## src/hw/lane_pkg.sv

```systemverilog
// lane constants shared by the tx path; sync header codes follow the 64b/66b convention
`default_nettype none

package lane_pkg;

	// payload width of one lane word
	localparam int unsigned WORD_W = 64;

	// sync header width placed above the payload
	localparam int unsigned HDR_W = 2;

	// full lane word as carried after the scrambler
	localparam int unsigned LANE_W = HDR_W + WORD_W;

	// header codes, data and control
	// 00 and 11 are never sent, the receiver treats them as sync errors
	localparam logic [HDR_W-1:0] HDR_DATA = 2'b01;
	localparam logic [HDR_W-1:0] HDR_CTRL = 2'b10;

	// scrambler polynomial x^58 + x^39 + 1
	// history length is the polynomial degree
	localparam int unsigned SCRAM_W = 58;

	// inner feedback tap, counted in bits back from the current bit
	localparam int unsigned SCRAM_TAP = 39;

	// history value after reset
	// must be nonzero or a long run of zero payload stays all zero on the line
	localparam logic [SCRAM_W-1:0] SCRAM_SEED = 58'h1f3_a5c7_0e49_b26d;

endpackage

`default_nettype wire

```

## src/hw/lane_stream_if.sv

```systemverilog
// ready/valid word link; a source holds valid and its word until ready is seen high on a clk edge
`timescale 1ns/1ps
`default_nettype none

interface lane_stream_if;

	// word offered by the source
	logic valid;

	// sink can take the word on this edge
	logic ready;

	// header plus payload
	// on the input side only the low WORD_W bits carry data
	logic [lane_pkg::LANE_W-1:0] data;

	// word is a control word, not data
	logic ctrl;

	// producing side
	modport src (
		output valid,
		output data,
		output ctrl,
		input  ready
	);

	// consuming side
	modport snk (
		input  valid,
		input  data,
		input  ctrl,
		output ready
	);

endinterface

`default_nettype wire

```

## src/hw/ready_skid.sv

```systemverilog
// registered skid stage; upstream ready lags downstream ready by one clk, so one extra word may land
`timescale 1ns/1ps
`default_nettype none

module ready_skid (
	input logic         clk,
	input logic         arst,
	lane_stream_if.snk  up,
	lane_stream_if.src  dn
);

	// main output register
	logic [lane_pkg::LANE_W-1:0] main_data_q;
	logic                        main_ctrl_q;

	// backup register, holds the word that was in flight when downstream stalled
	logic [lane_pkg::LANE_W-1:0] bak_data_q;
	logic                        bak_ctrl_q;
	logic                        bak_valid_q;

	// control registers in two copies
	// the _port copies only drive the interface, the _int copies feed the decisions below
	logic valid_port_q;
	logic valid_int_q;
	logic ready_port_q;
	logic ready_int_q;

	// handshake decode
	logic out_take;
	logic in_take;
	logic in_to_main;
	logic in_to_bak;

	// downstream takes the main word this edge
	assign out_take = valid_int_q & dn.ready;

	// upstream hands over a word this edge
	assign in_take = ready_int_q & up.valid;

	// main register is free if empty or being emptied right now
	assign in_to_main = in_take & (dn.ready | ~valid_int_q);

	// otherwise the word is parked in backup
	assign in_to_bak = in_take & ~dn.ready & valid_int_q;

	// control path
	always_ff @(posedge clk or posedge arst) begin
		if (arst) begin
			valid_port_q <= 1'b0;
			valid_int_q  <= 1'b0;
			ready_port_q <= 1'b0;
			ready_int_q  <= 1'b0;
			bak_valid_q  <= 1'b0;
		end else begin
			// ready follows downstream one clk late
			ready_port_q <= dn.ready;
			ready_int_q  <= dn.ready;

			if (out_take) begin
				// main is leaving; refill from backup if anything is parked
				valid_port_q <= bak_valid_q;
				valid_int_q  <= bak_valid_q;
				bak_valid_q  <= 1'b0;
			end

			if (in_to_main) begin
				valid_port_q <= 1'b1;
				valid_int_q  <= 1'b1;
			end

			if (in_to_bak) begin
				bak_valid_q  <= 1'b1;
				// hold off upstream until backup has drained
				ready_port_q <= 1'b0;
				ready_int_q  <= 1'b0;
			end
		end
	end

	// payload path, no reset needed since valid qualifies it
	// backup is only full while ready_int_q is low, so a refill from backup
	// and a new word into main never meet on the same edge
	always_ff @(posedge clk) begin
		if (in_to_main) begin
			main_data_q <= up.data;
			main_ctrl_q <= up.ctrl;
		end else if (out_take && bak_valid_q) begin
			main_data_q <= bak_data_q;
			main_ctrl_q <= bak_ctrl_q;
		end

		if (in_to_bak) begin
			bak_data_q <= up.data;
			bak_ctrl_q <= up.ctrl;
		end
	end

	// port side copies
	assign up.ready = ready_port_q;
	assign dn.valid = valid_port_q;
	assign dn.data  = main_data_q;
	assign dn.ctrl  = main_ctrl_q;

endmodule

`default_nettype wire

```

## src/hw/lane_scrambler.sv

```systemverilog
// self-synchronous x^58+x^39+1 scrambler stage, LSB first; header bits of the input word are ignored
`timescale 1ns/1ps
`default_nettype none

module lane_scrambler (
	input logic         clk,
	input logic         arst,
	lane_stream_if.snk  up,
	lane_stream_if.src  dn
);

	// scrambler history
	// bit 0 is the most recent scrambled bit, bit SCRAM_W-1 the oldest
	logic [lane_pkg::SCRAM_W-1:0] hist_q;

	// history after the current input word has been shifted through
	logic [lane_pkg::SCRAM_W-1:0] hist_next;

	// running history while stepping through the word
	logic [lane_pkg::SCRAM_W-1:0] hist_walk;

	// scrambled payload of the current input word
	logic [lane_pkg::WORD_W-1:0] scr_word;

	// one scrambled bit
	logic scr_bit;

	// header picked from the ctrl flag
	logic [lane_pkg::HDR_W-1:0] hdr;

	// output register
	logic                        out_valid_q;
	logic [lane_pkg::LANE_W-1:0] out_data_q;
	logic                        out_ctrl_q;

	// handshake
	logic up_ready;
	logic accept;

	// free when empty, or when the held word leaves this same edge
	assign up_ready = ~out_valid_q | dn.ready;
	assign accept   = up.valid & up_ready;

	// bit serial scrambler unrolled over the word
	// out bit = in bit ^ scrambled bit 39 back ^ scrambled bit 58 back
	always_comb begin
		hist_walk = hist_q;
		scr_bit   = 1'b0;
		scr_word  = '0;
		for (int i = 0; i < lane_pkg::WORD_W; i++) begin
			scr_bit = up.data[i]
				^ hist_walk[lane_pkg::SCRAM_TAP-1]
				^ hist_walk[lane_pkg::SCRAM_W-1];
			scr_word[i] = scr_bit;
			// newest bit enters at position 0
			hist_walk = {hist_walk[lane_pkg::SCRAM_W-2:0], scr_bit};
		end
		hist_next = hist_walk;
	end

	// sync header is not scrambled
	assign hdr = up.ctrl ? lane_pkg::HDR_CTRL : lane_pkg::HDR_DATA;

	// control state and history
	always_ff @(posedge clk or posedge arst) begin
		if (arst) begin
			out_valid_q <= 1'b0;
			hist_q      <= lane_pkg::SCRAM_SEED;
		end else begin
			if (accept) begin
				out_valid_q <= 1'b1;
				// history only moves with real words, idle and stall keep it
				hist_q      <= hist_next;
			end else if (dn.ready) begin
				// held word went out and nothing new came in
				out_valid_q <= 1'b0;
			end
		end
	end

	// output word
	always_ff @(posedge clk) begin
		if (accept) begin
			out_data_q <= {hdr, scr_word};
			out_ctrl_q <= up.ctrl;
		end
	end

	assign up.ready = up_ready;
	assign dn.valid = out_valid_q;
	assign dn.data  = out_data_q;
	assign dn.ctrl  = out_ctrl_q;

endmodule

`default_nettype wire

```

## src/hw/tx_lane_path.sv

```systemverilog
// tx word path: skid, scrambler, skid; 3 clk latency without stalls, in_ready_o is registered
`timescale 1ns/1ps
`default_nettype none

module tx_lane_path (
	input  logic                        clk,
	input  logic                        arst,
	input  logic                        in_valid_i,
	input  logic                        in_ctrl_i,
	input  logic [lane_pkg::WORD_W-1:0] in_data_i,
	output logic                        in_ready_o,
	output logic                        out_valid_o,
	output logic                        out_ctrl_o,
	output logic [lane_pkg::HDR_W-1:0]  out_hdr_o,
	output logic [lane_pkg::WORD_W-1:0] out_data_o,
	input  logic                        out_ready_i
);

	// boundary links
	lane_stream_if link_in ();
	lane_stream_if link_out ();

	// stage to stage links
	lane_stream_if link_a ();
	lane_stream_if link_b ();

	// input ports onto the boundary link
	// header field is unused on this side
	assign link_in.valid = in_valid_i;
	assign link_in.ctrl  = in_ctrl_i;
	assign link_in.data  = {{lane_pkg::HDR_W{1'b0}}, in_data_i};
	assign in_ready_o    = link_in.ready;

	// register the input before the wide xor tree
	ready_skid u_in_skid (
		.clk  (clk),
		.arst (arst),
		.up   (link_in.snk),
		.dn   (link_a.src)
	);

	// scramble and add the sync header
	lane_scrambler u_scram (
		.clk  (clk),
		.arst (arst),
		.up   (link_a.snk),
		.dn   (link_b.src)
	);

	// cuts the combinational ready of the scrambler from the lane output
	ready_skid u_out_skid (
		.clk  (clk),
		.arst (arst),
		.up   (link_b.snk),
		.dn   (link_out.src)
	);

	// lane word split back into header and payload
	assign out_valid_o    = link_out.valid;
	assign out_ctrl_o     = link_out.ctrl;
	assign out_hdr_o      = link_out.data[lane_pkg::LANE_W-1:lane_pkg::WORD_W];
	assign out_data_o     = link_out.data[lane_pkg::WORD_W-1:0];
	assign link_out.ready = out_ready_i;

endmodule

`default_nettype wire

```

## config.mk

```make
export PLATFORM = sky130hd
export DESIGN_NAME = tx_lane_path
export DESIGN_NICKNAME = d
export VERILOG_FILES = /design/src/hw/lane_pkg.sv /design/src/hw/lane_stream_if.sv /design/src/hw/ready_skid.sv /design/src/hw/lane_scrambler.sv /design/src/hw/tx_lane_path.sv
export SDC_FILE = /design/constraint.sdc
export NUM_CORES = 1
export LEC_CHECK = 0
export BUFFER_PORTS_ARGS = -buffer_cell sky130_fd_sc_hd__buf_2
export CAP_MARGIN = 20
export CORE_MARGIN = 4
export CORE_UTILIZATION = 59
export DETAILED_ROUTE_END_ITERATION = 6
export GPL_ROUTABILITY_DRIVEN = 0
export PLACE_DENSITY_LB_ADDON = 0.12
export SYNTH_ARGS = -nofsm -noshare
export SYNTH_HDL_FRONTEND = slang
export SYNTH_SLANG_ARGS = --single-unit
```

## constraint.sdc

```tcl
create_clock -name clk -period 4.7 [get_ports clk]
set_input_delay 0.94 -clock clk [delete_from_list [all_inputs] [get_ports clk]]
set_output_delay 0.94 -clock clk [all_outputs]
set_load 0.1 [all_outputs]
```

==> run summary, run 1 <==
status = finished clean
Final Max Slew Viols = 0
buffer count from post-CTS setup fixing = 0
synthesized area per cell = 21.12 um2
critical path arrival = 3100 ps
Area Overhead vs Synth = 14.61%
Port Buffers = 137
Die Ht = 170.6 um
post-layout min period = 2695 ps
hold-critical path depth = 0
GRT overflow = 0
Post-Syn Area = 0.01560 mm2
Unique masters post-synth = 27
worst r2r dst = u_scram.hist_q[41]
Synthesized Nets = 808
final count of hold timing violations = 0
H-tree depth = 2
Die X = 170.6 um
filler cell count = 1705
Hold Path Sink = u_out_skid.bak_data_q[60]
Starting Density = 59.88%
Cell Rows = 59
Final Cell Area = 0.01788 mm2
Async S/R FF share, synth = 16.54%
final WL = 25650 um
wire per inst = 20.21 um
Synthesis Warnings = 0
n_diodes = 0
part of the cycle the worst path needs = 57.34%
WP data required = 5100 ps
dpl cell area = 0.01662 mm2
worst reg2reg startpoint = u_scram.dn.valid
sequential standard cell area = 0.01151 mm2
DRT antenna net count = 0
Multi-input gate area = 0.003901 mm2
Top FF cell, synth = edfxtp_1
Setup Skew = 15.63 ps
gr usage total = 17.70%
RSZ-0062 raised after global routing = false
Seq/Total Area, Yosys = 73.79%
CTS tree = built
final layout net count = 972
Sinks on Clock Net = 393
largest net degree at the start of global routing = 68
commonest non-fill, non-tap cell in the layout = edfxtp_1
reg2reg path depth = 5
Core ar. = 0.02606 mm2
Reg clk slew, reported paths = 60 ps
Seq cells post-synth = 393
1st-pass router iterations = 4
Post-synth EDFFs = 328
Clock Path Buffers = 3
CP Class = flop to flop
global-route wire length before repair = 39960 um
Syn Inst Count = 739
CTS hold repair buffers = 0
antenna violations before repair = 0
initial DRC count = 473
CTS resizes = 0
final core utilization = 68.63%
CTS buffer count = 39
Slew @ Worst Pin = 950.0 ps
max_cap viols = 0
Vias/cell = 5.273
io pins = 138
FF-to-FF setup slack = 2000 ps
worst-skew pair later-pin latency = 520 ps
worst min path class = flop to flop
Final Setup Violations = 0
Worst Min Path Start = u_scram.dn.data[60]
FMAX = 371.0 MHz
Critical Path Start Type = flop
type of destination of the critical path = flop
Residual DRC = 0
post-detail-place hpwl = 17390 um
Die Area = 0.02911 mm2
CP max FO = 57
vias in the first global route = 6836
max_slew headroom = 36.67%
vias post-DR = 6692
most frequent cells in the layout = edfxtp_1 (328), buf_2 (137), mux2_2 (114)
Setup TNS = 0 ps
root buffer cell = clkbuf_16
share of cells above drive strength 1 = 47.64%
## cell usage after synthesis, types with 4 or more instances
master,instances,area share (%)
xor3_2,8,1.3
nand2b_1,4,0.16
buf_4,5,0.24
edfxtp_1,328,63
buf_6,11,0.79
xnor3_1,6,0.87
buf_2,7,0.22
dfstp_2,31,5.2
dfrtp_1,34,5.5
mux2_2,114,8.2
xor3_1,11,1.7
xnor2_1,78,4.4
mux2_4,75,7.2
xor2_1,6,0.34
## metrics by stage
stage / instances / worst slack (ps) / hold WS (ps)
after floorplan: 739 / 262.6 / 420.4
after global placement: 1197 / 1739 / 432.4
after detailed placement: 1197 / 1677 / 436.1
after CTS: 1269 / 1977 / 454.3
after global routing: 1269 / 1903 / 464.0
final: 1269 / 2005 / 451.5
## state kept, by name, indices dropped and copies added, names as in the netlist
signal	cells
u_in_skid.bak_valid_q	1
u_in_skid.bak_ctrl_q	1
u_out_skid.valid_int_q	1
u_in_skid.up.ready	1
u_in_skid.dn.valid	1
u_out_skid.bak_data_q	66
u_out_skid.bak_valid_q	1
u_out_skid.dn.data	66
u_in_skid.dn.ctrl	1
u_in_skid.dn.data	64
u_scram.hist_q	58
u_scram.dn.valid	1
u_out_skid.up.ready	1
u_scram.dn.data	66
u_in_skid.bak_data_q	64
## metal layers
layer	track usage (%)	share of wire (%)	vias to the layer above
met1	30.54	53	3358
li1	-	-	3130
met2	23.30	40	171
met5	0	0	-
met3	3.281	5.4	33
met4	4.340	1.6	0
## worst max-delay path by stage
stage,start,end,slack (ps),depth (start not counted)
CTS,u_scram.dn.valid,u_scram.hist_q[8],1980,5
global placement,in_valid_i,u_in_skid.dn.data[61],1740,5
detailed placement,in_valid_i,u_in_skid.dn.data[48],1680,5
floorplan,u_out_skid.valid_int_q,u_out_skid.bak_data_q[0],260,2
finish,u_scram.dn.valid,u_scram.hist_q[41],2000,5
global route,u_scram.dn.valid,u_scram.hist_q[21],1900,5
## worst max-delay path, cell delays in order (launching register included)
cell and delay, ps:
dfrtp_1 430, nor2b_4 190, inv_2 100, and2_4 720, buf_4 730, mux2_4 360
## cell families after synthesis
group | Yosys count | synth area share [%]
xor gates and xnor gates | 109 | 8.539
AOI/OAI and AO/OA | 7 | 0.3207
and+or+nand+nor | 13 | 0.5292
buffers and inverters | 28 | 1.379
muxes | 189 | 15.44
DFF | 393 | 73.79
## final cells by class
| class | instances | area share (%) |
|---|---|---|
| Tap cell | 335 | 2.344 |
| Clock buffer | 56 | 6.324 |
| Inverter | 4 | 0.08395 |
| Clock inverter | 16 | 0.7276 |
| Timing Repair Buffer | 147 | 4.323 |
| Sequential cell | 393 | 64.38 |
| Multi-Input combinational cell | 318 | 21.81 |
Power of run 1 is left out: the tool's default activity adds up to more than one toggle a clock period on the data nets, which glitch-free logic cannot reach.
==> run 2: changes to the inputs <==
--- a/config.mk
+++ b/config.mk
@@ -8,7 +8,7 @@
 export BUFFER_PORTS_ARGS = -buffer_cell sky130_fd_sc_hd__buf_2
 export CAP_MARGIN = 20
 export CORE_MARGIN = 4
-export CORE_UTILIZATION = 59
+export CORE_UTILIZATION = 53
 export DETAILED_ROUTE_END_ITERATION = 6
 export GPL_ROUTABILITY_DRIVEN = 0
 export PLACE_DENSITY_LB_ADDON = 0.12
==> constraint.sdc (replaced) <==
create_clock -name clk -period 2.4 [get_ports clk]
set_input_delay 0.48 -clock clk [delete_from_list [all_inputs] [get_ports clk]]
set_output_delay 0.48 -clock clk [all_outputs]
set_load 0.1 [all_outputs]
==> run 2 against run 1 <==
Effect of this change: die area increased by 11%; worst setup slack got worse by 1600 ps; count of clock-buffer cells in the layout increased by 3; critical path depth is 1 lower; worst hold slack worse by 430 ps; cell area increased by 2.3%; critical endpoint is now u_out_skid.dn.data[61].
==> run summary, run 2 (synthesized netlist as in run 1, its figures left out) <==
status = finished clean
global-route wire length before repair = 42760 um
Starting Density = 54.08%
Finished Layout Cells = 1338
met1 GRT Util = 27.46%
antenna violations before repair = 0
max_cap viols = 0
gr usage total = 16.58%
final count of hold timing violations = 0
critical path arrival = 2170 ps
CTS tree = built
CP Class = flop to flop
worst-skew pair later-pin latency = 520 ps
final layout net count = 991
Critical Path Start Type = flop
Sinks on Clock Net = 393
buffer count from post-CTS setup fixing = 0
vias post-DR = 6788
final WL = 26910 um
H-tree depth = 2
Setup TNS = 0 ps
DRT antenna net count = 0
GRT overflow = 0
Cell Rows = 62
Core ar. = 0.02886 mm2
Area Overhead vs Synth = 17.25%
worst min path class = primary input to async pin
Residual DRC = 0
Die X = 179.6 um
io pins = 138
Vias/cell = 5.073
WP data required = 2610 ps
Die Ht = 179.6 um
Worst Setup SP = u_out_skid.valid_int_q
root buffer cell = clkbuf_16
1st-pass router iterations = 4
most frequent cells in the layout = edfxtp_1 (328), buf_2 (137), mux2_2 (114)
hold_ws = 24.66 ps
initial DRC count = 435
CTS buffer count = 40
placed insts = 1264
Final Max Slew Viols = 0
share of cells above drive strength 1 = 48.85%
commonest non-fill, non-tap cell in the layout = edfxtp_1
busiest grt layer = met1
Reg clk slew, reported paths = 60 ps
Clock Path Buffers = 3
M3 GR Usage = 3.254%
post-layout min period = 1957 ps
Slew @ Worst Pin = 556.0 ps
type of destination of the critical path = flop
CTS hold repair buffers = 0
n_diodes = 0
worst reg2reg startpoint = u_out_skid.valid_int_q
vias in the first global route = 7221
FF-to-FF setup slack = 440 ps
RSZ-0062 raised after global routing = false
largest net degree at the start of global routing = 92
wire per inst = 20.11 um
global-route met2 utilization = 22.72%
Final Setup Violations = 0
CTS resizes = 0
Setup Skew = 11.11 ps
Die Area = 0.03225 mm2
max_slew headroom = 62.93%
FMAX = 510.9 MHz
part of the cycle the worst path needs = 81.56%
Port Buffers = 137
post-detail-place hpwl = 18850 um
CP max FO = 36
-- run 2: worst paths after layout --
| path | end | cells after the start |
|---|---|---|
| max | u_out_skid.dn.data[61] | 4 |
| min | u_in_skid.bak_valid_q | 3 |
| max reg2reg | u_out_skid.dn.data[61] | 4 |
| min reg2reg | u_out_skid.bak_data_q[65] | 0 |
| max in group asynchronous | u_scram.hist_q[33] | 3 |
| min in group clk | u_out_skid.up.ready | 1 |
-- run 2: cell type report --
class,count,area [um2]
clock buffers,59,1194
clock inverters,15,153.9
fillers,1990,10560
inverters,4,15.01
multi-input cells,318,3916
flip-flops and latches,393,11520
well taps,384,480.5
repair buffers,165,1021
-- run 2: per-stage QoR --
stage | instance area [um2] | worst slack [ps] | util (%)
after global placement | 16950 | 209.6 | 58.74
after floorplan | 15640 | 62.46 | -
after global routing | 18300 | 312.5 | 63.41
final | 18300 | 442.6 | 63.41
after CTS | 18300 | 410.4 | 63.41
after detailed placement | 16950 | 192.2 | 58.74
-- run 2: worst max-delay path, cell delays in order (launching register included) --
cell and delay [ps]:
dfrtp_2 430, nand2b_1 140, nor2b_4 480, a31o_4 300, buf_12 250
-- run 2: per-layer routing --
metal | share of wire, % | wire (um) | vias up
li1 | - | - | 3174
met1 | 52 | 13950 | 3404
met2 | 41 | 11100 | 176
met3 | 5.2 | 1401 | 34
met4 | 1.7 | 453 | 0
met5 | 0 | 0 | -
Power of run 2 is left out for the same reason.
==> run 3: changes to the inputs <==
==> constraint.sdc (replaced) <==
create_clock -name clk -period 1.7 [get_ports clk]
set_input_delay 0.34 -clock clk [delete_from_list [all_inputs] [get_ports clk]]
set_output_delay 0.34 -clock clk [all_outputs]
set_load 0.1 [all_outputs]
==> run 3 against run 2 <==
Effect of this change: the run now ends with negative setup slack left; maximum frequency up 14%; via count is 4.5% higher; first-iteration DRC count rose by 19%; sequential share of layout area fell by 3.5 points; final cell count is 4.7% higher; clock skew up 6.5 ps; cell area up 5.9%; register-to-register slack got worse by 460 ps; worst setup slack got worse by 460 ps; routed wire length up 4.3%; global-route usage grew 0.40 points; critical endpoint is now u_in_skid.dn.data[8]; largest cell class unchanged.
==> run summary, run 3 (synthesized netlist as in run 1, its figures left out) <==
status = complete, but fails checks
failing checks = negative setup slack
gr usage total = 16.99%
Critical Path Start Type = flop
Reg clk slew, reported paths = 60 ps
WP data required = 1960 ps
RSZ-0062 raised after global routing = true
share of cells above drive strength 1 = 50.54%
io pins = 138
max_slew headroom = 66.73%
Core ar. = 0.02886 mm2
final count of hold timing violations = 0
crit path cell chain = nor2b_4 > a21oi_4 > buf_12 > buf_4 > mux2_2
Worst Setup SP = u_scram.dn.valid
FF-to-FF setup slack = -20 ps
worst min path class = primary input to flop
global-route wire length before repair = 43990 um
critical path arrival = 1980 ps
GRT overflow = 0
CTS tree = built
post-detail-place hpwl = 19530 um
Crit-path slowest cell = dfrtp_1
Setup TNS = -79.41 ps
filler cell count = 1920
post-layout min period = 1716 ps
max_cap viols = 0
CP Class = flop to flop
final core utilization = 67.16%
FMAX = 582.9 MHz
final WL = 28070 um
Die X = 179.6 um
Cell Rows = 62
commonest non-fill, non-tap cell in the layout = edfxtp_1
Multi-input gate area = 0.004283 mm2
part of the cycle the worst path needs = 100.9%
CTS buffer count = 40
1st-pass router iterations = 4
DRT antenna net count = 0
H-tree depth = 2
worst-skew pair later-pin latency = 520 ps
root buffer cell = clkbuf_16
vias in the first global route = 7526
final layout net count = 1055
Worst Min Path Start = in_data_i[15]
worst reg2reg startpoint = u_scram.dn.valid
Die Ht = 179.6 um
vias post-DR = 7093
initial DRC count = 516
Setup Skew = 17.57 ps
Port Buffers = 137
Slew @ Worst Pin = 502.6 ps
Area Overhead vs Synth = 24.20%
Starting Density = 54.08%
CP max FO = 13
antenna violations before repair = 0
sequential standard cell area = 0.01152 mm2
Residual DRC = 0
type of destination of the critical path = flop
n_diodes = 0
most frequent cells in the layout = edfxtp_1 (328), mux2_4 (165), buf_2 (132)
Sinks on Clock Net = 393
largest stage delay on the critical path = 410 ps
Vias/cell = 5.063
Clock Path Buffers = 3
final setup margin = -15.55 ps
wire per inst = 20.04 um
Final Max Slew Viols = 0
Die Area = 0.03225 mm2
largest net degree at the start of global routing = 57
Final Setup Violations = 14
==> run 3: per-stage QoR <==
step | setup slack (ps) | instance area (um2) | cells | hold slack, ps
2_1_floorplan | -580.9 | 16030 | 739 | 420.4
3_3_place_gp | -33.16 | 17560 | 1296 | 325.7
3_5_place_dp | -55.33 | 17560 | 1296 | 326.3
4_1_cts | -25.49 | 19190 | 1393 | 0.04396
5_1_grt | -85.78 | 19380 | 1401 | 0.4345
6_report | -15.55 | 19380 | 1401 | 22.65
==> run 3: timing repair <==
action / in CTS / in global routing
gates resized for setup: 15 / 29
gates cloned: 1 / 3
hold endpoints to repair: 26 / 1
pin swaps: 1 / 2
buffers inserted: 3 / 4
hold buffers: 20 / 1
setup endpoints to repair: 87 / 184
==> run 3: routing by layer <==
layer  up-vias  track usage [%]  wire length (um)
met5         -                0                 0
met4         0            3.871               491
met3        46            3.436              1354
met2       181            23.88             11900
met1      3566            27.59             14330
li1       3300                -                 -
==> run 3: worst paths after layout <==
check	to	cells past startpoint
worst max-delay path	u_in_skid.dn.data[8]	5
worst min-delay path	u_in_skid.bak_data_q[15]	1
worst max register to register	u_in_skid.dn.data[8]	5
worst min register to register	u_out_skid.bak_data_q[9]	0
max in group asynchronous	u_scram.hist_q[16]	4
min in group asynchronous	u_in_skid.bak_valid_q	3
==> run 3: worst max-delay path, delay by kind of cell, from the launching register on <==
family,cells,cell delay (ps)
flip-flops,1,410
multiplexers,1,350
buffers and inverters,2,330
AO/OA/AOI/OAI,1,200
AND/OR/NAND/NOR,1,170
==> run 3: cell type report <==
cell class,instances,share of cell area [%]
Clock buffer,49,5.546
Clock inverter,24,1.175
Tap cell,384,2.479
Sequential cell,393,59.43
Inverter,4,0.09684
Multi-Input combinational cell,318,22.10
Timing Repair Buffer,229,9.174
Power of run 3 is left out for the same reason.
